===== src/vga_pkg.sv =====
package vga_pkg;

    // ==============================
    // Display timing, 640x480 at 60 Hz
    // ==============================

    // Horizontal, in pixels
    localparam int h_active = 640;
    localparam int h_front  = 16;
    localparam int h_sync   = 96;
    localparam int h_back   = 48;

    // Vertical, in lines
    localparam int v_active = 480;
    localparam int v_front  = 10;
    localparam int v_sync   = 2;
    localparam int v_back   = 33;

    // ==============================
    // Frame buffer geometry
    // ==============================
    // 1 bit per pixel, 80 bytes per line
    localparam int fb_words       = 9600;
    localparam int words_per_line = 20;
    localparam int fb_addr_w      = 14;

    // Colour register byte addresses
    localparam logic [15:0] reg_fg_addr = 16'hA000;
    localparam logic [15:0] reg_bg_addr = 16'hA004;

    // AXI response codes
    localparam logic [1:0] resp_okay   = 2'b00;
    localparam logic [1:0] resp_slverr = 2'b10;

    // 4 bits per channel, red in the top nibble
    typedef struct packed {
        logic [3:0] red;
        logic [3:0] green;
        logic [3:0] blue;
    } color_t;

endpackage


===== src/vga_pixel_out.sv =====
`timescale 1ns/1ps

module vga_pixel_out (
    input  logic            clock_b,
    input  logic            rst_n,
    // Fetched word and aligned flags
    input  logic [31:0]     q_b,
    input  logic [4:0]      bit_idx,
    input  logic            d_hsync,
    input  logic            d_vsync,
    input  logic            d_active,
    // Quasi-static colours from clock_a
    input  vga_pkg::color_t fg_color,
    input  vga_pkg::color_t bg_color,
    // Pins
    output logic            hsync,
    output logic            vsync,
    output logic            de,
    output logic [3:0]      red,
    output logic [3:0]      green,
    output logic [3:0]      blue
);
    import vga_pkg::*;

    color_t pix_color;

    // Set bit shows foreground, black in blanking
    assign pix_color = !d_active    ? color_t'(12'd0) :
                       q_b[bit_idx] ? fg_color : bg_color;

    // ==============================
    // Output registers
    // ==============================
    always_ff @(posedge clock_b or negedge rst_n) begin
        if (!rst_n) begin
            hsync <= 1'b1;
            vsync <= 1'b1;
            de    <= 1'b0;
            red   <= '0;
            green <= '0;
            blue  <= '0;
        end else begin
            hsync <= d_hsync;
            vsync <= d_vsync;
            de    <= d_active;
            red   <= pix_color.red;
            green <= pix_color.green;
            blue  <= pix_color.blue;
        end
    end

    a_blank_black: assert property (@(posedge clock_b) disable iff (!rst_n)
        !de |-> {red, green, blue} == 12'd0);

endmodule


===== config.mk =====
export PLATFORM = sky130hd
export DESIGN_NAME = vga_pixel_out
export DESIGN_NICKNAME = d
export VERILOG_FILES = /design/src/vga_pkg.sv /design/src/vga_pixel_out.sv
export SDC_FILE = /design/constraint.sdc
export NUM_CORES = 1
export LEC_CHECK = 0
export ABC_AREA = 1
export BUFFER_PORTS_ARGS = -buffer_cell sky130_fd_sc_hd__buf_2
export CORE_MARGIN = 2
export CORE_UTILIZATION = 40
export DETAILED_ROUTE_END_ITERATION = 6
export PLACE_DENSITY = 0.81
export SLEW_MARGIN = 15
export SYNTH_ARGS = -nofsm -noshare
export SYNTH_HDL_FRONTEND = slang
export SYNTH_SLANG_ARGS = --single-unit
export TNS_END_PERCENT = 1

===== constraint.sdc =====
create_clock -name clock_b -period 1.2 [get_ports clock_b]
set_clock_uncertainty 0.05 [all_clocks]
set_input_delay 0.24 -clock clock_b [delete_from_list [all_inputs] [get_ports clock_b]]
set_output_delay 0.24 -clock clock_b [all_outputs]
set_load 0.02 [all_outputs]

After elaboration in Yosys (flattened, before gate mapping). Index checks and enable logic that the tools add are counted.

Logic and storage cells: 11. Register bits: 15.

Magnitude comparators: 1. Multiplexer cells: 4.

Operators with widths (number): 12-bit two-way mux (2); 5-bit by 6-bit < comparator with 1-bit output (second input constant) (1); 1-bit binary-select mux with 5-bit select (1); 1-bit two-way mux (1).

Depth between registers and ports, before layout.
Word-level depth: 4. Gate-level depth with buffers: 14.

Worst setup path after synthesis. Ideal clock, no wire load.

Kind: in2reg. Start point: input port bit_idx[0]. End point: register blue[1]. Cell stages on the path: 14. Arrival: 1.240 ns. Path slack: -0.206 ns. Data required time: 1.034 ns. Buffers on the path: 3. Path through: buf_6 > inv_8 > buf_12 > nand2_2 > nand3_1 > nand3_1 > nand2_1 > nand2_2 > nand2_1 > nand2_2 > nand2_4 > buf_12 > nor2_2 > nor2_1.

RTL lines: from (decl) (line vga_pixel_out.sv:8) `input logic [4:0] bit_idx,`; to (signal assigned) (line vga_pixel_out.sv:48) `blue <= pix_color.blue;`; to (decl) (line vga_pixel_out.sv:21) `output logic [3:0] blue`.

Worst setup path in the final report.
Start point: register hsync. End point: output port hsync.

RTL lines: from (decl) (line vga_pixel_out.sv:16) `output logic hsync,`; from (signal assigned) (line vga_pixel_out.sv:43) `hsync <= d_hsync;`.

No word-level cell between the ends.

==> summary.md <==
| Metric | Value |
|---|---|
| CP Data Arrival Time | `approximately 0.92 ns` |
| First-pass GRT wire length | `just under 5 mm` |
| Layout overhead on the synthesized area | `56.8%` |
| Status | `finished, violations left` |
| Antenna diodes | `0` |
| H-tree levels | `1` |
| Core footprint | `2760 um^2` |
| WL final | `3.21 mm` |
| Final Cycle Share | `1.01` |
| Share of cells above drive strength 1 | `0.604` |
| First-pass DRT Iterations | `4` |
| Core Util, Final | `0.655` |
| Largest net degree at the start of global routing | `17` |
| Sinks on Clock Net | `15` |
| CTS tree | `done` |
| Grt ovf | `0` |
| Max Cap Violations | `0` |
| I/O pin count | `81` |
| GRT Total Usage | `0.185` |
| Port buffer count | `80` |
| P per Cell Area | `823 nW/um^2` |
| Drt drc | `0` |
| Syn avg cell area | `a little over 7 um^2` |
| Final Setup Violations | `2` |
| Most common cell after layout, fill and taps aside | `buf_2` |
| Final setup margin | `-0.0126 ns` |
| Nets | `312` |
| Register area share after synthesis | `0.328` |
| WS Path Type | `flip-flop to primary output` |
| Largest fanout on the critical path | `1` |
| Failing checks | `setup timing` |
| Gpl congestion | `0.738` |
| Slew at the pin closest to its max-slew limit | `approximately 0.32 ns` |
| Clk buf depth | `2` |
| Initial antenna violation count | `0` |
| Max Clock Freq | `825 MHz` |
| Initial Utilization | `0.418` |
| Most frequent cells in the layout | `buf_2 (77), nand2_1 (29), nand3_1 (25), nand2_2 (20), inv_1 (14)` |
| DRT antenna net count | `0` |
| Row count | `19` |
| Vias in the first global route | `1206` |
| Cell count after synthesis | `about 160` |
| Yosys warning total | `0` |
| Relative slew slack | `0.790` |
| Critical Path Max Stage Delay | `0.53 ns` |
| TritonCTS Buffers | `3` |
| Setup crit start kind | `flip-flop` |
| Yosys reg bits | `15` |
| Root buf cell | `clkbuf_4` |
| Final cell count without fillers | `between 200 and 300` |
| Minimum clock period | `around 1.2 ns` |
| Post-CTS setup buffers | `0` |
| WL per Instance | `11.6 um` |
| Slowest CP cell | `dfstp_2` |
| Clock transition at path regs | `0.08 ns` |
| Min-Delay Path Class | `input port to flip-flop` |
| Max IR drop VDD | `between 800 and 900 uV` |
| Worst path cell trace | `buf_6` |
| LEAKAGE | `approximately 0.0010 uW` |
| Synth cell types | `16` |
| DRT iter0 DRCs | `38` |
| Placed cells | `267` |
| Hold Fails Final Rpt | `0` |
| Max-slew violation count | `0` |
| Die area | `around 3300 um^2` |
| DR vias/cell | `about 4.9` |
| Worst EP required | `0.91 ns` |
| Post-DP HPWL | `between 2 and 2.5 mm` |
| Critical Path End Type | `primary output` |
| Synth Cell Area | `1150 um^2` |
| Vias | `1344` |
| RSZ-0062 raised after global routing | `true` |
| Delay-heaviest family, CP | `flip-flops` |
| Synthesized net count | `225` |
| CP bufs+invs | `1` |
| Die X | `just under 60 um` |
| Die Y | `57.7 um` |
worst paths after layout:
kind | startpoint | endpoint | slack, ns | cells after the start
min | bg_color[6] | green[2] | 0.14 | 3
max in group asynchronous | rst_n | vsync | 0.49 | 2
max | hsync | hsync | -0.01 | 1
min in group asynchronous | rst_n | green[0] | 0.32 | 2
cells by family (layout without fill, tap and decap cells):
logic type | count (synthesis) | after routing | share of synthesized area
buffers and inverters | 25 | 109 | 0.167
DFF | 15 | 15 | 0.328
and+or+nand+nor | 119 | 121 | 0.505
what timing repair did:
item,4_1_cts,5_1_grt
setup endpoints to repair,14,14
hold buffers,3,0
pin swaps,2,21
gates resized for setup,12,40
gates cloned,1,1
endpoints found under the hold margin,15,0
synthesized netlist by cell type:
master	count	area (um^2)
buf_12	3	60.1
buf_6	4	45.0
buf_8	1	15.0
clkinv_1	1	3.75
clkinv_2	1	5.00
dfrtp_1	13	325
dfstp_2	2	52.6
inv_1	14	52.6
inv_8	1	11.3
nand2_1	42	158
nand2_2	14	87.6
nand2_4	1	11.3
nand3_1	34	170
nand3_2	4	40.0
nor2_1	14	52.6
nor2_2	10	62.6
layout make-up:
| class | instances | area [um^2] |
|---|---|---|
| fill | 225 | 951 |
| multi-input combinational | 121 | 783 |
| timing repair buffer | 88 | 502 |
| sequential | 15 | 378 |
| inverter | 17 | 78.8 |
| tap | 31 | 38.8 |
| clock buffer | 4 | 26.3 |
flip-flops by register name (all words and copies together), names as in the netlist:
name   flops
blue       4
vsync      1
de         1
red        4
hsync      1
green      4
metrics by stage:
| stage | hold slack, ns | total power (uW) | setup TNS (ns) | instance area [um^2] | worst slack [ns] |
|---|---|---|---|---|---|
| 3_5_place_dp | 0.100 | 1070 | -4.43 | 1510 | -0.386 |
| 3_3_place_gp | 0.0984 | 1060 | -4.11 | 1510 | -0.363 |
| 6_report | 0.145 | 1490 | -0.0217 | 1810 | -0.0126 |
| 5_1_grt | 0.143 | 1580 | -0.203 | 1810 | -0.0446 |
| 4_1_cts | 0.138 | 1400 | -0.0593 | 1630 | -0.0201 |
| 2_1_floorplan | -0.106 | 921 | -1.94 | 1160 | -0.182 |
metal layers:
metal  wire (um)  track usage  part of all wire
met4          72       0.0797             0.022
met5           0            0                 0
met3         274       0.0246             0.085
met1        1230        0.232              0.38
met2        1630        0.318              0.51
power by group:
group	switching [uW]	total (uW)	internal (uW)	leakage [uW]
registers	11.7	562	550	0.000187
logic	374	644	269	0.000813
clock network	153	282	129	0.0000150
No activity file was read; power rests on OpenSTA's default activity.
