## src/vga_pkg.sv

```systemverilog
package vga_pkg;

    // ==============================
    // Display timing, 640x480 at 60 Hz
    // ==============================

    // Horizontal, in pixels
    localparam int h_active = 640;
    localparam int h_front  = 16;
    localparam int h_sync   = 96;
    localparam int h_back   = 48;

    // Vertical, in lines
    localparam int v_active = 480;
    localparam int v_front  = 10;
    localparam int v_sync   = 2;
    localparam int v_back   = 33;

    // ==============================
    // Frame buffer geometry
    // ==============================
    // 1 bit per pixel, 80 bytes per line
    localparam int fb_words       = 9600;
    localparam int words_per_line = 20;
    localparam int fb_addr_w      = 14;

    // Colour register byte addresses
    localparam logic [15:0] reg_fg_addr = 16'hA000;
    localparam logic [15:0] reg_bg_addr = 16'hA004;

    // AXI response codes
    localparam logic [1:0] resp_okay   = 2'b00;
    localparam logic [1:0] resp_slverr = 2'b10;

    // 4 bits per channel, red in the top nibble
    typedef struct packed {
        logic [3:0] red;
        logic [3:0] green;
        logic [3:0] blue;
    } color_t;

endpackage

```

## src/vga_fetch.sv

```systemverilog
`timescale 1ns/1ps

module vga_fetch #(
    parameter int fb_words = vga_pkg::fb_words
) (
    input  logic                          clock_b,
    input  logic                          rst_n,
    // From timing
    input  logic [9:0]                    h_count,
    input  logic [9:0]                    v_count,
    input  logic                          raw_hsync,
    input  logic                          raw_vsync,
    input  logic                          raw_active,
    // To memory
    output logic [vga_pkg::fb_addr_w-1:0] address_b,
    // Aligned with q_b
    output logic [4:0]                    bit_idx,
    output logic                          d_hsync,
    output logic                          d_vsync,
    output logic                          d_active
);
    import vga_pkg::*;

    int         word_full;
    logic       addr_ok;
    logic [1:0] hs_dly;
    logic [1:0] vs_dly;
    logic [1:0] act_dly;
    logic [4:0] idx_q1;

    // 32 pixels per word, 20 words per line
    assign word_full = int'(v_count) * words_per_line + int'(h_count[9:5]);
    // Blanking or a short buffer reads word 0
    assign addr_ok   = raw_active && (word_full < fb_words);

    // ==============================
    // Address register
    // ==============================
    always_ff @(posedge clock_b or negedge rst_n) begin
        if (!rst_n) begin
            address_b <= '0;
        end else begin
            address_b <= addr_ok ? fb_addr_w'(word_full) : '0;
        end
    end

    // Flag delay line, two stages
    always_ff @(posedge clock_b or negedge rst_n) begin
        if (!rst_n) begin
            hs_dly  <= 2'b11;
            vs_dly  <= 2'b11;
            act_dly <= 2'b00;
        end else begin
            hs_dly  <= {hs_dly[0], raw_hsync};
            vs_dly  <= {vs_dly[0], raw_vsync};
            act_dly <= {act_dly[0], raw_active};
        end
    end

    // Bit index follows the same two stages
    always_ff @(posedge clock_b) begin
        idx_q1  <= h_count[4:0];
        bit_idx <= idx_q1;
    end

    assign d_hsync  = hs_dly[1];
    assign d_vsync  = vs_dly[1];
    assign d_active = act_dly[1];

endmodule

```

## config.mk

```make
export PLATFORM = sky130hd
export DESIGN_NAME = vga_fetch
export DESIGN_NICKNAME = d
export VERILOG_FILES = /design/src/vga_pkg.sv /design/src/vga_fetch.sv
export SDC_FILE = /design/constraint.sdc
export NUM_CORES = 1
export LEC_CHECK = 0
export CAP_MARGIN = 5
export CORE_MARGIN = 8
export CORE_UTILIZATION = 50
export CTS_CLUSTER_DIAMETER = 150
export DETAILED_ROUTE_END_ITERATION = 10
export DONT_BUFFER_PORTS = 1
export SLEW_MARGIN = 40
export SYNTH_ARGS = -nofsm -noshare
export SYNTH_HDL_FRONTEND = slang
export SYNTH_SLANG_ARGS = --single-unit
export TNS_END_PERCENT = 1
```

## constraint.sdc

```tcl
create_clock -name clock_b -period 1.17 [get_ports clock_b]
set_input_delay 0 -clock clock_b [delete_from_list [all_inputs] [get_ports clock_b]]
set_output_delay 0 -clock clock_b [all_outputs]
set_load 0.01 [all_outputs]
```

; ---- Yosys cells after proc, flatten, opt, wreduce, memory -nomap -nowiden
; Index checks and enable logic that the tools add are counted.
[word_totals]
regBits = 30
output_inout_bits = 22
wordCells = 11
[op_classes]
n_addsub = 1
n_mul = 1
n_lt_le_gt_ge = 1
mux = 1
reduce_logical = 1
[op_table]
columns = op, count
row1 = $add 15x5->16, 1
row2 = $lt 16x14->1 const B, 1
row3 = $mux 14, 1
row4 = $mul 10x3->13 const B, 1
row5 = $logic_and 1x1->1, 1

; ---- Longest topological paths before layout
[depth]
depth_word = 5
depth_mapped = 12

; ---- Worst setup path after synthesis
; No wires, ideal clock.
[synth_path]
path_type = input port to flip-flop
start = in v_count[1]
end = reg address_b[12] (netlist name)
setup_time_ns = 0.128
arrival_time_ns = 2.702
required_ns = 1.042
setup_slack_ns = -1.660
stages = 11
path_buffers = 1
cell_sequence = ha_1 -> ha_1 -> fa_1 -> a21o_1 -> a221oi_2 -> xnor2_2 -> nand4bb_4 -> or4b_4 -> a21oi_4 -> buf_8 -> nor3_2
[synth_via]
elab_chain_cells = 5
[synth_lines]
columns = item, line
row1 = from (decl), vga_fetch.sv:10  ; input logic [9:0] v_count,
row2 = $mul 10x3->13 (*), vga_fetch.sv:32  ; assign word_full = int'(v_count) * words_per_line + int'(h_count[9:5]);
row3 = $add 15x5->16 (*), vga_fetch.sv:32
row4 = $lt 16x14->1, vga_fetch.sv:34  ; assign addr_ok = raw_active && (word_full < fb_words);
row5 = $logic_and 1x1->1, vga_fetch.sv:34
row6 = $mux 14 (*), vga_fetch.sv:43  ; address_b <= addr_ok ? fb_addr_w'(word_full) : '0;
row7 = to (signal assigned), vga_fetch.sv:43
row8 = to (decl), vga_fetch.sv:15  ; output logic [vga_pkg::fb_addr_w-1:0] address_b,
; Mark *: on every way between the ends. The rest lies on a longest branch, timed or not.

; ---- Worst setup path after layout
[layout_path]
start = in v_count[1]
end = reg address_b[7] (netlist name)
; Same word-level chain as after synthesis.

==> results.md <==
| Quantity | This run |
| --- | --- |
| Max Slew Vio Count | 0 |
| Total grt overflow | 0 |
| CTS tree | done |
| Number of port buffers | 0 |
| Cell Area, Placed | 2300 µm² |
| Critical Path Fanout Max | 7 |
| Most frequent cells in the layout | buf_4 (47), dfrtp_1 (16), ha_1 (13), dlygate4sd3_1 (11) |
| Min-delay worst type | in -> reg |
| Worst-case clock buffer depth | 2 |
| Crit end category | register |
| Number of distinct library cells after synthesis | 52 |
| Global-route wire length before repair | 7830 µm |
| Type of the worst setup path | in -> reg |
| Cell area after layout | 2580 µm² |
| Most frequent cell on the critical path | ha_4 |
| Data arrival at the endpoint of the critical path | 2450 ps |
| Power density cells | 1340 nW/µm² |
| Status | complete, but fails checks |
| Worst setup margin | -1130 ps |
| Number of global-route vias before repair | 1599 |
| Placed wire-length estimate after detailed placement | 3720 µm |
| Relative slew slack | 72.2% |
| Share of the clock period used by the worst path | 197% |
| Routed len/inst | 16.6 µm |
| Via-to-Cell Ratio | 5.47 |
| Number of nets with antenna violations after detailed routing | 0 |
| Synthesized net count | 212 |
| Share of layout cells above drive strength 1 | 43.0% |
| H-tree levels | 2 |
| Initial Utilization | 51.4% |
| Final nets | 275 |
| Root buffer selected by CTS | clkbuf_8 |
| DR vias | 1521 |
| Clock net sink count | 30 |
| Final-layout worst hold slack | 28.2 ps |
| Area of the core region | 3630 µm² |
| Die area | 5950 µm² |
| Antenna violations before repair | 0 |
| Max Cap Viol | 0 |
| Violated checks | setup timing |
| Ys flop type | dfrtp_1 |
| Total global routing track utilization | 16.1% |
| Clk slew on worst S/H paths | 60 ps |
| Final setup vio count | 14 |
| IR drop worst, VDD | 0.541 mV |
| Largest net degree at the start of global routing | 21 |
| Cell leakage power | 1.17 nW |
| Placer Congestion | 0.836 |
| Num CTS Buffers | 5 |
| Insertion delay of the later-clocked pin in the worst-skew pair | 270 ps |
| Worst Skew | 6.53 ps |
| Final hold violations | 0 |
| Power after layout | 3.46 mW |
| Ports | 47 |
| Number of warning messages in the yosys log | 0 |
| Vertical die dimension | 77.1 µm |
| Number of optimization iterations in the first detailed-route pass | 4 |
| Routed Wire Length | 4630 µm |
| Standard cell with the maximum stage delay on the critical path | or4b_4 |
| Final critical path time including I/O delays and setup | 2300 ps |
| Count of state elements after synthesis | 30 |
| Setup Total Neg Slack | -15460 ps |
| Unrepaired setup endpoints after global routing | yes |
| Per-instance average area after synthesis | 11.3 µm² |
| X dimension of the die | 77.1 µm |
| Post-synthesis cell count | 166 |
| Commonest non-fill, non-tap cell in the layout | buf_4 |
| Count of routing violations after the opening detailed-route iteration | 41 |
| Critical path's largest stage delay | 510 ps |
| Actual slew at the worst max-slew pin | 416 ps |
| Diode insertion count for antenna repair | 0 |
| Async set-or-reset flop fraction in the synthesized netlist | 66.7% |
| Remaining design rule violation count | 0 |
| DP Worst Slack | -1530 ps |
| Number of flops mapped to enable cells by yosys | 0 |
| Relative area change from synthesis to final layout | 38.0% |
| Std cell rows | 22 |
| Achievable Freq | 434 MHz |
| Required time reported for the critical path endpoint | 1320 ps |
| Sequential share of the synthesized area | 37.8% |
| Summed instance area of the synthesized netlist | 1870 µm² |
| Ordered cell list for the critical path | ha_4 > ha_4 > fa_2 > a21o_1 > a221oi_2 > xnor2_2 > nand4bb_4 > or4b_4 > a21oi_4 > buf_6 > nor3_4 |
| Startpoint type of the worst setup path | input port |
==> through the flow <==
stage / util (%) / instances
2_1_floorplan: - / 166
3_3_place_gp: 63.2 / 258
3_5_place_dp: 63.2 / 258
4_1_cts: 69.6 / 277
5_1_grt: 71.0 / 278
6_report: 71.0 / 278
==> sequential cells by signal (all words and copies together), names as in the netlist <==
signal     count
hs_dly         2
address_b     14
vs_dly         2
act_dly        2
idx_q1         5
bit_idx        5
==> critical path: cells and delay by family <==
family | cells | cell delay [ps]
fa+ha+maj | 3 | 720
buf+inv | 1 | 170
compound gates | 3 | 690
xor+xnor | 1 | 190
simple gates | 3 | 690
==> path summary, 6_finish.rpt <==
kind / slack, ps / to / start / depth (start not counted)
max: -1130 / address_b[7] / v_count[1] / 11
min: 30 / address_b[12] / raw_active / 3
max reg2reg: 600 / hs_dly[1] / hs_dly[0] / 0
min reg2reg: 330 / bit_idx[0] / idx_q1[0] / 0
max in group asynchronous: 620 / vs_dly[0] / rst_n / 2
min in group asynchronous: 220 / address_b[6] / rst_n / 2
==> repair_timing <==
action | in CTS | in global routing
buffers inserted | 0 | 0
endpoints found under the hold margin | 30 | 16
pin swaps | 14 | 10
hold buffers | 11 | 1
gates resized for setup | 6 | 9
setup endpoints to repair | 14 | 14
==> cells in the mapped netlist, drive strengths merged (3+ instances only) <==
library cell / instances / share of area [%]
ha: 19 / 13
dfrtp: 16 / 21
nor3: 15 / 6.7
xnor2: 12 / 6.4
dfxtp: 10 / 11
nor2: 10 / 2.0
a21o: 8 / 3.2
a21oi: 8 / 2.7
buf: 6 / 2.6
nor3b: 5 / 2.3
o21ai: 5 / 1.3
dfstp: 4 / 5.6
nand2: 4 / 0.80
nand3: 4 / 1.3
a211oi: 3 / 1.7
a221oi: 3 / 1.7
nand4: 3 / 1.0
xor2: 3 / 1.4
==> kinds of logic (layout without fill, tap and decap cells) <==
group | Yosys count | in the layout | synth area share (%)
buffers and inverters | 8 | 72 | 3.01
multiplexers | 1 | 1 | 0.536
flip-flops | 30 | 30 | 37.8
AO/OA/AOI/OAI | 35 | 35 | 14.5
adder cells (fa/ha/maj) | 21 | 21 | 14.9
XOR/XNOR | 15 | 15 | 7.84
AND/OR/NAND/NOR | 56 | 56 | 21.4
==> layer usage <==
| metal | up-vias | wire length [µm] | track usage [%] |
|---|---|---|---|
| met3 | 4 | 297 | 4.90 |
| met4 | 0 | 40 | 6.42 |
| met2 | 46 | 2510 | 29.1 |
| li1 | 739 | - | - |
| met1 | 732 | 1780 | 16.9 |
| met5 | - | 0 | 0 |
==> final cells by class <==
type | instances | area [µm²]
well taps | 48 | 60.1
inverters | 2 | 7.51
flip-flops and latches | 30 | 706
clock buffers | 8 | 90.1
fillers | 264 | 1050
repair buffers | 62 | 510
multi-input cells | 128 | 1200
==> power breakdown <==
part / internal (mW) / switching [mW] / total [mW]
Combinational: 0.745 / 0.679 / 1.42
Sequential: 1.14 / 0.0865 / 1.23
Clock: 0.478 / 0.334 / 0.812
Total: 2.36 / 1.10 / 3.46
Power figures use the tool's default switching activity.
