**config.mk**
```make
export PLATFORM = sky130hd
export DESIGN_NAME = vga_timing
export DESIGN_NICKNAME = d
export VERILOG_FILES = /design/src/vga_pkg.sv /design/src/vga_timing.sv
export SDC_FILE = /design/constraint.sdc
export NUM_CORES = 1
export LEC_CHECK = 0
export ABC_CLOCK_PERIOD_IN_PS = 2000
export BUFFER_PORTS_ARGS = -buffer_cell sky130_fd_sc_hd__buf_2
export CAP_MARGIN = 5
export CORE_MARGIN = 5
export CORE_UTILIZATION = 52
export DETAILED_ROUTE_END_ITERATION = 12
export PLACE_DENSITY = 0.77
export SLEW_MARGIN = 20
export SYNTH_ARGS = -nofsm -noshare
export SYNTH_HDL_FRONTEND = slang
export SYNTH_SLANG_ARGS = --single-unit
```
**constraint.sdc**
```tcl
create_clock -name clock_b -period 2 [get_ports clock_b]
set_input_delay 0.2 -clock clock_b [delete_from_list [all_inputs] [get_ports clock_b]]
set_output_delay 0.2 -clock clock_b [all_outputs]
set_load 0.01 [all_outputs]
```
**src/vga_pkg.sv**
```systemverilog
package vga_pkg;

    // ==============================
    // Display timing, 640x480 at 60 Hz
    // ==============================

    // Horizontal, in pixels
    localparam int h_active = 640;
    localparam int h_front  = 16;
    localparam int h_sync   = 96;
    localparam int h_back   = 48;

    // Vertical, in lines
    localparam int v_active = 480;
    localparam int v_front  = 10;
    localparam int v_sync   = 2;
    localparam int v_back   = 33;

    // ==============================
    // Frame buffer geometry
    // ==============================
    // 1 bit per pixel, 80 bytes per line
    localparam int fb_words       = 9600;
    localparam int words_per_line = 20;
    localparam int fb_addr_w      = 14;

    // Colour register byte addresses
    localparam logic [15:0] reg_fg_addr = 16'hA000;
    localparam logic [15:0] reg_bg_addr = 16'hA004;

    // AXI response codes
    localparam logic [1:0] resp_okay   = 2'b00;
    localparam logic [1:0] resp_slverr = 2'b10;

    // 4 bits per channel, red in the top nibble
    typedef struct packed {
        logic [3:0] red;
        logic [3:0] green;
        logic [3:0] blue;
    } color_t;

endpackage

```
**src/vga_timing.sv**
```systemverilog
`timescale 1ns/1ps

module vga_timing (
    input  logic       clock_b,
    input  logic       rst_n,
    // Raster position
    output logic [9:0] h_count,
    output logic [9:0] v_count,
    // Undelayed flags, syncs active low
    output logic       raw_hsync,
    output logic       raw_vsync,
    output logic       raw_active
);
    import vga_pkg::*;

    // Totals, 800 by 525
    localparam int h_total = h_active + h_front + h_sync + h_back;
    localparam int v_total = v_active + v_front + v_sync + v_back;

    // Sync windows
    localparam int hs_start = h_active + h_front;
    localparam int hs_end   = hs_start + h_sync;
    localparam int vs_start = v_active + v_front;
    localparam int vs_end   = vs_start + v_sync;

    logic h_last;
    logic v_last;

    assign h_last = (int'(h_count) == h_total - 1);
    assign v_last = (int'(v_count) == v_total - 1);

    // ==============================
    // Counters
    // ==============================
    always_ff @(posedge clock_b or negedge rst_n) begin
        if (!rst_n) begin
            h_count <= '0;
            v_count <= '0;
        end else begin
            // Pixel counter wraps every line
            if (h_last) begin
                h_count <= '0;
            end else begin
                h_count <= h_count + 10'd1;
            end
            // Line counter steps at end of line
            if (h_last) begin
                if (v_last) begin
                    v_count <= '0;
                end else begin
                    v_count <= v_count + 10'd1;
                end
            end
        end
    end

    // ==============================
    // Window decode
    // ==============================
    assign raw_hsync  = !(int'(h_count) >= hs_start && int'(h_count) < hs_end);
    assign raw_vsync  = !(int'(v_count) >= vs_start && int'(v_count) < vs_end);
    assign raw_active = (int'(h_count) < h_active) && (int'(v_count) < v_active);

    // Counters never leave the raster
    a_count_range: assert property (@(posedge clock_b) disable iff (!rst_n)
        int'(h_count) < h_total && int'(v_count) < v_total);

endmodule

```
* Word level (Yosys, flattened, before mapping)
Index checks and enable logic that the tools add are counted.
Storage, ports and cells: register bits 20, input bits 2, output and inout bits 23, word-level logic and storage cells 19
Operators by class: add/sub/neg operators 2, $lt $le $gt $ge 6, equal/unequal tests 2, mux-type cells 2, reduce and logical (&&, ||, !) cells 5
Operators with widths (count):
- $add 10x1->10 const B | 2
- $lt 10x10->1 const B | 2
- $lt 10x9->1 const B | 2
- $mux 10 | 2
- $eq 10x10->1 const B | 1
- $eq 10x9->1 const B | 1
- $ge 10x10->1 const B | 1
- $ge 10x9->1 const B | 1
- $logic_and 1x1->1 | 3
- $logic_not 1->1 | 2

* Depth between registers and ports, before layout
depth after elaboration 3, gate-level depth with buffers 6, depth with buffers taken out 6

* Least setup slack after synthesis
OpenSTA, ideal clock, no wires.
path kind register to register, start reg v_count[0], end reg v_count[3], arrival time 1.664 ns, slack 0.260 ns, cell stages (with the launch flop) 7, clock period less this slack 1.740 ns, cells stage by stage dfrtp_1 inv_1 ha_1 and4bb_1 and4_2 or4_1 o21ai_1
On the way: cells in the longest elaborated chain, start to end 2
Ends and longest elaborated chain:
- from (decl) | line vga_timing.sv:8 | output logic [9:0] v_count,
- from (signal assigned) | line vga_timing.sv:51 | v_count <= v_count + 10'd1;
- $add 10x1->10 or $eq 10x10->1 (tied branches) | line vga_timing.sv:51, vga_timing.sv:30
- $mux 10 * | line vga_timing.sv:48 | if (v_last) begin
Every way passes the cells marked *; elsewhere a longest branch is shown, timed or not. A chain may end at the register's enable or synchronous reset.

* Worst setup path after layout
start reg h_count[0], end reg v_count[3]
On the way: cells in the longest elaborated chain, start to end 1
Ends and longest elaborated chain:
- from (decl) | line vga_timing.sv:7 | output logic [9:0] h_count,
- from (signal assigned) | line vga_timing.sv:44 | h_count <= h_count + 10'd1;
- $eq 10x9->1 | line vga_timing.sv:29 | assign h_last = (int'(h_count) == h_total - 1);
No other way between the ends.

==> qor.yml <==
run_status: "completed"
dr_wl_met3_um: 167
post_synth_fa_ha_maj_area_fraction: 0.0569
period_minus_slack_ns: 1.78
syn_to_final_growth_pct: 18.3
setup_tns_ns: 0
proportion_of_total_power_due_to_net_switching: 0.208
post-layout-total-power_uw: 653
ir_drop_mv: 0.352
wl_met2_um: 1040
power.leakage_nw: 0.638
cts-root-to-sink-buffers: 2
core.rowCount: 16
synth.area.top_cells: "sky130_fd_sc_hd__dfrtp_1 (46%), sky130_fd_sc_hd__ha_1 (5.7%), sky130_fd_sc_hd__xor2_1 (4.8%)"
postSynthAreaPerCell_um2: 9.82
detail-route-antenna-nets: 0
numCtsBuffers: 3
detail_route.iter0.violations: 21
fill_cells: 170
post_synth_and_or_nand_nor_area_fraction: 0.276
drt-met1-wl_um: 1060
firstDrtPassIters: 4
yosys.area_share.xor_xnor: 0.0876
worstSetupPathType: "flop to flop"
yosysUniqueCellTypes: 31
cp_num_cells: 5
worstHoldPathType: "input pin to async pin"
timing.critical_path.fanout_max: 8
seqPwrFrac: 0.619
synth.yosys.seq_area_share: 0.455
tritoncts_num_sinks: 20
yosys-mux-area-fraction: 0.0102
clk_pin_slew_worst_paths_ns: 0.12
critical_path_s_slowest_cell: "sky130_fd_sc_hd__or4_1"
detail_route.drc_violations: 0
critical_path_at_ns: 2.02
worst_pin_slew_ns: 0.433
final_net_count: 149
yosys_warnings: 0
route.final.wire_length_um: 2290
library_cell_used_as_clock_root_buffer: "sky130_fd_sc_hd__clkbuf_4"
r2r_setup_slk_ns: 0.22
max_freq_ghz: 0.563
place.detailed.hpwl_um: 1710
power_density_mw_per_mm2: 502
floorplan.die_area_mm2: 0.00313
regToRegEndpoint: "v_count[3]"
hold_violations: 0
dominant_combinational_cell_family_by_area_after_synthesis: "simple AND/OR/NAND/NOR gates"
maxCapViolCount: 0
cts_tree: "built"
number_of_global_route_vias_before_repair: 845
h_tree_levels: 1
syn-num-nets: 119
drive_gt1_frac: 0.262
highest-signal-layer: "met4"
die-width_um: 56.0
internal_power_uw: 517
final-setup-viol-count: 0
initial_core_util: 0.555
timing.final.max_slew_violations: 0
core_area_mm2: 0.00198
critPathBufInv: 0
ios: 25
crit_start: "h_count[0]"
postSynthRegisterBits: 20
gp_congestion: 0.824
first_pass_grt_wire_length_um: 3890
cts_repair_resize_count: 0
antenna-diode-count: 0
syn-cell-area_mm2: 0.00110
worst_setup_path_endpoint: "v_count[3]"
power_switching_uw: 136
track_usage: 0.157
p_comb_frac: 0.014
worstSetupStartpointType: "flop"
timing.critical_path.cells: "ha_1 -> and4_4 -> nand4_4 -> or4_1 -> o21ai_1"
worstSetupEndpointType: "flop"
port-buffer-count: 24
fraction_of_the_mapped_netlist_area_in_compound_gates: 0.0705
path_delay_family: "simple AND/OR/NAND/NOR gates"
insertion_delay_ns: 0.31
post-synth-top-area-fraction: 0.455
rsz0062_at_grt: "no"
final_core_util: 0.657
route.vias.total: 915
critical-path-max-stage-delay_ns: 0.52
avgRoutedWirePerCell_um: 13.6
floorplan.die.height_um: 56.0
netlist.top_cell.by_area: "sky130_fd_sc_hd__dfrtp_1"
grt_remaining_overflow: 0
r2r-start: "h_count[0]"
timing.max_slew.rel_slack: 0.711
synthCells: 112
layout_worst_path_cycle_share: 0.888
vias_per_cell: 5.45
r2r_cells: 5
antenna_violations_before_repair: 0
worst_clock_skew_ns: 0.00541
data_required_time_of_the_critical_path_ns: 2.25
pwr-share-clk: 0.367
grt_max_degree: 21
==> kinds of logic after synthesis <==
logic type	after synthesis
mux	1
xor+xnor	11
simple gates	52
flops	20
fa+ha+maj	5
buf+inv	10
compound gates	13
==> what timing repair did <==
action | in CTS | in global routing
hold buffers | 1 | 0
hold endpoints to repair | 20 | 0
setup buffers | 0 | 0
==> worst min path at each step <==
| stage | to | slack [ns] | depth (start not counted) |
|---|---|---|---|
| 3_3_place_gp | h_count[7] | 0.17 | 1 |
| 2_1_floorplan | h_count[0] | -0.1 | 0 |
| 4_1_cts | h_count[5] | 0.36 | 2 |
| 5_1_grt | h_count[5] | 0.38 | 2 |
| 6_report | v_count[3] | 0.35 | 2 |
| 3_5_place_dp | h_count[5] | 0.17 | 1 |
==> stage by stage <==
step,hold slack (ns),cell area [um2],setup slack (ns),std cells
final,0.346,1300,0.223,168
after global routing,0.385,1300,0.0857,168
after CTS,0.363,1300,0.208,168
after detailed placement,0.173,1250,0.230,163
after global placement,0.168,1250,0.286,163
after floorplan,-0.0956,1100,0.260,112
==> final cells by class <==
type                            instances  area (um2)  share of cell area
Clock buffer                            4        36.3              0.0279
Inverter                                7        26.3              0.0202
Multi-Input combinational cell         82         552               0.424
Sequential cell                        20         500               0.385
Tap cell                               27        33.8              0.0260
Timing Repair Buffer                   28         153               0.117
==> registers in the layout, indices dropped and copies added (netlist names) <==
signal,cells
v_count,10
h_count,10
==> placed cells by master (no fill, tap or decap), types with 6 or more instances in the layout <==
| cell | netlist | routed |
|---|---|---|
| sky130_fd_sc_hd__dfrtp_1 | 20 | 20 |
| sky130_fd_sc_hd__nand2_1 | 7 | 7 |
| sky130_fd_sc_hd__xor2_1 | 6 | 6 |
| sky130_fd_sc_hd__nor3_1 | 9 | 9 |
| sky130_fd_sc_hd__nand3_1 | 9 | 9 |
| sky130_fd_sc_hd__nor2_1 | 8 | 8 |
| sky130_fd_sc_hd__buf_2 | 2 | 24 |
| sky130_fd_sc_hd__inv_1 | 7 | 7 |
==> power by group through the flow <==
stage	Sequential (mW)	Combinational [mW]	Clock (mW)
after detailed placement	0.412	0.00896	0
final	0.404	0.00945	0.240
after global routing	0.404	0.0116	0.258
after floorplan	0.412	0.000000233	0
after CTS	0.404	0.0102	0.243
after global placement	0.412	0.00877	0
==> cells in the mapped netlist <==
library cell	instances
sky130_fd_sc_hd__buf_6	1
sky130_fd_sc_hd__and2b_1	1
sky130_fd_sc_hd__and3_1	3
sky130_fd_sc_hd__a31oi_1	1
sky130_fd_sc_hd__xnor2_1	5
sky130_fd_sc_hd__ha_1	5
sky130_fd_sc_hd__nand4_1	5
sky130_fd_sc_hd__nor2b_1	1
sky130_fd_sc_hd__nand4_4	1
sky130_fd_sc_hd__and4bb_1	1
sky130_fd_sc_hd__a21o_2	1
sky130_fd_sc_hd__mux2_2	1
sky130_fd_sc_hd__and4_4	1
sky130_fd_sc_hd__inv_1	7
sky130_fd_sc_hd__and4_1	1
sky130_fd_sc_hd__o21ai_0	2
sky130_fd_sc_hd__o21ai_1	1
sky130_fd_sc_hd__a21o_1	1
sky130_fd_sc_hd__nor4_1	2
sky130_fd_sc_hd__nand3_1	9
sky130_fd_sc_hd__buf_2	2
sky130_fd_sc_hd__nor2_1	8
sky130_fd_sc_hd__a21oi_1	5
sky130_fd_sc_hd__xor2_1	6
sky130_fd_sc_hd__dfrtp_1	20
sky130_fd_sc_hd__and4_2	2
sky130_fd_sc_hd__o21a_1	1
sky130_fd_sc_hd__o211ai_1	1
sky130_fd_sc_hd__or4_1	1
sky130_fd_sc_hd__nor3_1	9
sky130_fd_sc_hd__nand2_1	7
==> metal layers <==
layer / vias up / track usage
li1: 456 / -
met1: 419 / 0.222
met2: 36 / 0.225
met3: 4 / 0.0441
met4: 0 / 0.0610
met5: - / 0
No activity file was read; power rests on OpenSTA's default activity.
