File: config.mk
export PLATFORM = sky130hd
export DESIGN_NAME = vga_axil_slave
export DESIGN_NICKNAME = d
export VERILOG_FILES = /design/src/vga_pkg.sv /design/src/vga_axil_slave.sv
export SDC_FILE = /design/constraint.sdc
export NUM_CORES = 1
export LEC_CHECK = 0
export BUFFER_PORTS_ARGS = -buffer_cell sky130_fd_sc_hd__buf_2
export CORE_AREA = 4 4 90 92
export CTS_CLUSTER_DIAMETER = 60
export CTS_CLUSTER_SIZE = 25
export DETAILED_ROUTE_END_ITERATION = 8
export DIE_AREA = 0 0 94 96
export PLACE_DENSITY = 0.83
export RECOVER_POWER = 50
export REMOVE_ABC_BUFFERS = 1
export SLEW_MARGIN = 40
export SYNTH_ARGS = -nofsm -noshare
export SYNTH_HDL_FRONTEND = slang
export SYNTH_SLANG_ARGS = --single-unit
File: constraint.sdc
create_clock -name clock_a -period 4.3 [get_ports clock_a]
set_input_delay 0.645 -clock clock_a [delete_from_list [all_inputs] [get_ports clock_a]]
set_output_delay 0.645 -clock clock_a [all_outputs]
set_load 0.1 [all_outputs]
File: src/vga_pkg.sv
package vga_pkg;

    // ==============================
    // Display timing, 640x480 at 60 Hz
    // ==============================

    // Horizontal, in pixels
    localparam int h_active = 640;
    localparam int h_front  = 16;
    localparam int h_sync   = 96;
    localparam int h_back   = 48;

    // Vertical, in lines
    localparam int v_active = 480;
    localparam int v_front  = 10;
    localparam int v_sync   = 2;
    localparam int v_back   = 33;

    // ==============================
    // Frame buffer geometry
    // ==============================
    // 1 bit per pixel, 80 bytes per line
    localparam int fb_words       = 9600;
    localparam int words_per_line = 20;
    localparam int fb_addr_w      = 14;

    // Colour register byte addresses
    localparam logic [15:0] reg_fg_addr = 16'hA000;
    localparam logic [15:0] reg_bg_addr = 16'hA004;

    // AXI response codes
    localparam logic [1:0] resp_okay   = 2'b00;
    localparam logic [1:0] resp_slverr = 2'b10;

    // 4 bits per channel, red in the top nibble
    typedef struct packed {
        logic [3:0] red;
        logic [3:0] green;
        logic [3:0] blue;
    } color_t;

endpackage

File: src/vga_axil_slave.sv
`timescale 1ns/1ps

module vga_axil_slave #(
    parameter int axi_addr_w = 16
) (
    input  logic                          clock_a,
    input  logic                          rst_n,
    // Write address
    input  logic [axi_addr_w-1:0]         awaddr,
    input  logic                          awvalid,
    output logic                          awready,
    // Write data
    input  logic [31:0]                   wdata,
    input  logic [3:0]                    wstrb,
    input  logic                          wvalid,
    output logic                          wready,
    // Write response
    output logic [1:0]                    bresp,
    output logic                          bvalid,
    input  logic                          bready,
    // Read address
    input  logic [axi_addr_w-1:0]         araddr,
    input  logic                          arvalid,
    output logic                          arready,
    // Read data
    output logic [31:0]                   rdata,
    output logic [1:0]                    rresp,
    output logic                          rvalid,
    input  logic                          rready,
    // Core port of the frame buffer
    output logic [vga_pkg::fb_addr_w-1:0] address_a,
    output logic [31:0]                   data_a,
    output logic [3:0]                    byteena_a,
    output logic                          wren_a,
    input  logic [31:0]                   q_a,
    // Colour registers
    output vga_pkg::color_t               fg_color,
    output vga_pkg::color_t               bg_color
);
    import vga_pkg::*;

    // Target of a request
    typedef enum logic [1:0] {sel_fb, sel_fg, sel_bg, sel_err} sel_t;

    sel_t aw_sel;
    sel_t ar_sel;
    sel_t rd_sel;
    logic wr_fire;
    logic rd_fire;
    logic rd_pend;

    // Address map decode
    function automatic sel_t decode(input logic [axi_addr_w-1:0] addr);
        sel_t sel;
        if (int'(addr) < fb_words * 4) begin
            sel = sel_fb;
        end else if (addr == axi_addr_w'(reg_fg_addr)) begin
            sel = sel_fg;
        end else if (addr == axi_addr_w'(reg_bg_addr)) begin
            sel = sel_bg;
        end else begin
            sel = sel_err;
        end
        return sel;
    endfunction

    assign aw_sel = decode(awaddr);
    assign ar_sel = decode(araddr);

    // ==============================
    // Handshakes
    // ==============================
    // AW and W taken together, blocked while B is pending
    assign wr_fire = awvalid && wvalid && !bvalid;
    assign awready = wr_fire;
    assign wready  = wr_fire;
    // Write wins the shared memory port
    assign rd_fire = arvalid && !rd_pend && !rvalid && !wr_fire;
    assign arready = rd_fire;

    // Memory port, word address from the byte address
    assign address_a = wr_fire ? awaddr[fb_addr_w+1:2] : araddr[fb_addr_w+1:2];
    assign data_a    = wdata;
    assign byteena_a = wstrb;
    assign wren_a    = wr_fire && (aw_sel == sel_fb);

    // ==============================
    // Write response and registers
    // ==============================
    always_ff @(posedge clock_a or negedge rst_n) begin
        if (!rst_n) begin
            bvalid   <= 1'b0;
            fg_color <= '0;
            bg_color <= '0;
        end else begin
            if (wr_fire) begin
                bvalid <= 1'b1;
            end else if (bready) begin
                bvalid <= 1'b0;
            end
            // Low strobe carries green and blue, next one red
            if (wr_fire && aw_sel == sel_fg) begin
                if (wstrb[0]) fg_color[7:0]  <= wdata[7:0];
                if (wstrb[1]) fg_color[11:8] <= wdata[11:8];
            end
            if (wr_fire && aw_sel == sel_bg) begin
                if (wstrb[0]) bg_color[7:0]  <= wdata[7:0];
                if (wstrb[1]) bg_color[11:8] <= wdata[11:8];
            end
        end
    end

    always_ff @(posedge clock_a) begin
        if (wr_fire) begin
            bresp <= (aw_sel == sel_err) ? resp_slverr : resp_okay;
        end
    end

    // ==============================
    // Read path
    // ==============================
    // Accept, then one cycle for q_a, then rvalid
    always_ff @(posedge clock_a or negedge rst_n) begin
        if (!rst_n) begin
            rd_pend <= 1'b0;
            rvalid  <= 1'b0;
        end else begin
            rd_pend <= rd_fire;
            if (rd_pend) begin
                rvalid <= 1'b1;
            end else if (rready) begin
                rvalid <= 1'b0;
            end
        end
    end

    always_ff @(posedge clock_a) begin
        if (rd_fire) begin
            rd_sel <= ar_sel;
        end
        if (rd_pend) begin
            case (rd_sel)
                sel_fb:  rdata <= q_a;
                sel_fg:  rdata <= {20'd0, fg_color};
                sel_bg:  rdata <= {20'd0, bg_color};
                default: rdata <= '0;
            endcase
            rresp <= (rd_sel == sel_err) ? resp_slverr : resp_okay;
        end
    end

    // Responses held steady until taken
    a_b_hold: assert property (@(posedge clock_a) disable iff (!rst_n)
        bvalid && !bready |=> bvalid && $stable(bresp));
    a_r_hold: assert property (@(posedge clock_a) disable iff (!rst_n)
        rvalid && !rready |=> rvalid && $stable(rdata) && $stable(rresp));

endmodule

Yosys cells after proc, flatten, opt, wreduce, memory -nomap -nowiden

Index checks and enable logic that the tools add are counted.

Output and inout bits: 116
Input bits: 107
Word-level logic and storage cells: 60
Flip-flop bits (word level): 65

$lt $le $gt $ge: 2
Reduce and logical (&&, ||, !) cells: 21
Multiplexer cells: 13
Equality and inequality tests: 10

Operators with widths:

| operator                                                              | count |
|---|---|
| 32-bit one-hot mux with 3 select lines                                | 1 |
| 16-bit equality test, second input constant                           | 4 |
| 16-bit < comparator, second input constant                            | 2 |
| 14-bit two-way mux                                                    | 1 |
| 2-bit equality test, second input constant                            | 4 |
| 1-bit logical AND                                                     | 8 |
| 2-bit two-way mux                                                     | 4 |
| 2-bit AND reduction                                                   | 4 |
| 1-bit two-way mux                                                     | 7 |
| 2-bit by 1-bit equality test with 1-bit output, second input constant | 2 |
| 1-bit logical NOT                                                     | 4 |
| 2-bit logical NOT                                                     | 2 |
| 2-bit nonzero test                                                    | 2 |
| 2-bit OR reduction                                                    | 1 |

Depth between registers and ports, before layout

Depth after elaboration: 7
Depth in mapped cells: 6

Worst setup path after synthesis

Ideal clock, no wire load.

Kind: flip-flop to output port
From: reg bvalid
To: out arready
Cell stages (with the launch flop): 7
Required time: 3.655 ns
Path slack: -2.187 ns
Arrival time: 5.842 ns
Buffers on the path: 2
Cells stage by stage: dfrtp_1 -> inv_1 -> nand3_1 -> buf_2 -> clkbuf_1 -> inv_1 -> nor4b_1

Word-level cells in the longest chain between the ends: 4

Ends and longest elaborated chain:

| element                | RTL line             | source |
|---|---|---|
| start, declared        | vga_axil_slave.sv:19 | `output logic bvalid,` |
| start signal, assigned | vga_axil_slave.sv:92 | `bvalid <= 1'b0;` |
| start signal, assigned | vga_axil_slave.sv:97 | `bvalid <= 1'b1;` |
| start signal, assigned | vga_axil_slave.sv:99 | `bvalid <= 1'b0;` |
| 1-bit logical NOT      | vga_axil_slave.sv:74 | `assign wr_fire = awvalid && wvalid && !bvalid;` |
| 1-bit logical AND      | vga_axil_slave.sv:74 |  |
| net awready            | vga_axil_slave.sv:11 | `output logic awready,` |
| 1-bit logical NOT      | vga_axil_slave.sv:78 | `assign rd_fire = arvalid && !rd_pend && !rvalid && !wr_fire;` |
| 1-bit logical AND      | vga_axil_slave.sv:78 |  |
| end, declared          | vga_axil_slave.sv:24 | `output logic arready,` |

The timed path passes the listed nets, and every way through them passes these cells.

Final worst setup path

From: reg rd_pend
To: out arready

Word-level cells in the longest chain between the ends: 4

Ends and longest elaborated chain:

| element                         | RTL line              | source |
|---|---|---|
| start, declared                 | vga_axil_slave.sv:50  | `logic rd_pend;` |
| start signal, assigned          | vga_axil_slave.sv:128 | `rd_pend <= rd_fire;` |
| 1-bit logical NOT               | vga_axil_slave.sv:78  |  |
| 1-bit logical AND (3 in series) | vga_axil_slave.sv:78  |  |

No other way between the ends.

==> metrics <==
Num CTS Buffers=9; num ports=223; Die Ht=96 µm; Post-CTS Hold Fix Bufs=0; FMAX=288 MHz; max incr delay on CP=0.85 ns; Sink Count=63; CTS tree=yes; Final setup viols=0; Syn-to-layout area delta=27.8%; CP max stage cell=nor4b_1; Post-Place Worst Slack=1.28 ns; DR pass1 iterations=6; share of the yosys chip area belonging to registers=56.1%; Worst Setup SP=rd_pend; Clock Tree Root=clkbuf_8; Final Core Density=a little under three fifths; leakage=1.95 nW; routability cong.=slightly above 0.9; max-cap violation count=2; worst min-delay path category=input pin to register; design area=4000 µm²; crit-path max FO=35; Critical Path AT=2.82 ns; placed cells=roughly 480; Die Wd=94 µm; Initial Util=43.4%; run status=finished with violations; total global-route track usage=between 10% and 20%; most frequent cells after synthesis=39 x buf_4, 38 x mux2_2, 36 x edfxtp_1, 27 x dfrtp_1, 22 x and2_1; WL final=8580 µm; post-route setup TNS=0 ns; Setup CP Type=register to primary output; Post-synth EDFFs=36; Rows=31; ranking of synthesized cells by area=edfxtp_1 35%, dfrtp_1 22%, mux2_2 14%; Crit path buffers/inverters=2; setup bufs post-CTS=0; Core ar.=7210 µm²; WP data required=roughly 3.7 ns; PostCTS Resize Cnt=0; skew final=0.00725 ns; R2R Path Start=rd_pend; Synth top area share=34.5%; vias in the first global route=around 2400; fraction of registers with async set/reset=42.9%; CP Cell Sequence=clkbuf_1 -> nor4b_1 -> buf_2; # DRC=0; YS warnings=0; maximum VDD drop=180 µV; port bufs=176; n_diodes=0; worst slew pin tran=between 1.5 and 2 ns; Slew Limit Headroom=-27.9%; via count=2411; first-pass GRT wire length=12400 µm; Syn Inst Count=between 200 and 250; Crit path max-delay family=buffers and inverters; count leader, synth=buf_4; Remaining Overflow, GRT=0; PD cells=between 400 and 500 nW/µm²; Period minus WS final=3.47 ns; ys flop type=edfxtp_1; Slew Limit Fails=64; hpwl dp=6820 µm; Die Footprint=approximately 9000 µm²; count of non-filler cells in the finished layout=492; part of the cycle the worst path needs=between 80% and 90%; HP Start=bready; Vias/cell=4.90; largest net degree at the start of global routing=36; initial antenna violation count=0; clk_lat worst skew=around 0.33 ns; layout cells sized above 1=56.5%; Detail Route Antenna Nets=0; Initial DRC Count=56; synthesized cell area=approximately 3100 µm²; Unique masters post-synth=31; area leader, netlist=edfxtp_1; syn_area_per_cell=12.8 µm²; RSZ-0062 raised after global routing=false; PnR worst setup slack=0.831 ns; failing checks=capacitance limit, slew limit; WL/cell=17.4 µm; Yosys reg bits=63; startpoint type of the worst setup path=register; Fillers=620; Crit. End Element=primary output; Layout Nets=between 400 and 500; Area after DPL=3830 µm²; maximum clock insertion buffer count=2; Max H-tree Level=3; Worst-path clk slew=0.07 ns; Fin. Hold Viols=0
through the flow:
step | hold slack [ns] | total power, mW
6_report | 0.493 | 1.80
5_1_grt | 0.496 | 1.86
4_1_cts | 0.347 | 1.81
3_5_place_dp | 0.497 | 1.32
3_3_place_gp | 0.489 | 1.32
2_1_floorplan | 0.349 | 1.15
report_power, final:
group	leakage (nW)	total (mW)	internal [mW]	switching, mW
logic	1.15	0.597	0.0918	0.505
clock network	0.0899	0.491	0.266	0.226
registers	0.718	0.709	0.693	0.0165
total	1.95	1.80	1.05	0.747
cell type report:
cell class                 count  area (µm²)  share of cell area [%]
sequential                    63        1760                    43.9
multi-input combinational    129        1030                    25.7
timing repair buffer         179         881                    22.0
clock buffer                  10         128                    3.19
tap                           99         124                    3.09
clock inverter                 6        62.6                    1.56
inverter                       6        22.5                   0.563
final timing paths:
check	end	slack (ns)	cells past startpoint
max	arready	0.83	3
min	bvalid	0.49	2
max reg2reg	rd_sel[1]	1.94	2
min reg2reg	rvalid	0.51	1
max in group asynchronous	fg_color[2]	2.73	1
min in group asynchronous	rvalid	0.68	1
layout by cell type, fill, tap and decap left out, types with 2 or more instances in the layout:
cell / instances
dfrtp_1: 27
edfxtp_1: 36
clkbuf_8: 9
nor4b_1: 2
o21ai_0: 13
conb_1: 2
mux2i_1: 12
inv_1: 6
buf_2: 164
nor2_1: 2
nor2b_1: 2
clkbuf_1: 15
a21oi_1: 4
and2_1: 5
mux2_2: 38
clkinvlp_4: 2
nor4_1: 4
nand2_1: 14
and2_0: 17
worst reg2reg max path, stage by stage (launching register included):
cell	delay (ns)
dfrtp_1	0.33
clkbuf_1	1.37
nor4b_1	0.31
state kept, by name (all words and copies together), names as in the netlist:
register	cells
bg_color	12
fg_color	12
rdata	32
rvalid	1
rd_pend	1
bresp	1
rd_sel	2
rresp	1
bvalid	1
layer usage:
layer  GRT usage [%]  wire, µm  vias up
li1                -         -     1114
met1            20.9      3280     1112
met2            32.0      4060      175
met3            8.68      1130       10
met4            5.42       104        0
met5               0         0        -
cell families (layout without fill, tap and decap cells):
kind of cell	after synthesis	count (layout)	synth area share, %
DFF	63	63	56.1
and+or+nand+nor	57	57	11.7
buffers and inverters	53	201	11.1
muxes	50	50	17.5
AOI/OAI and AO/OA	20	20	3.48
other	1	2	0.120
(Power assumes the default switching activity.)
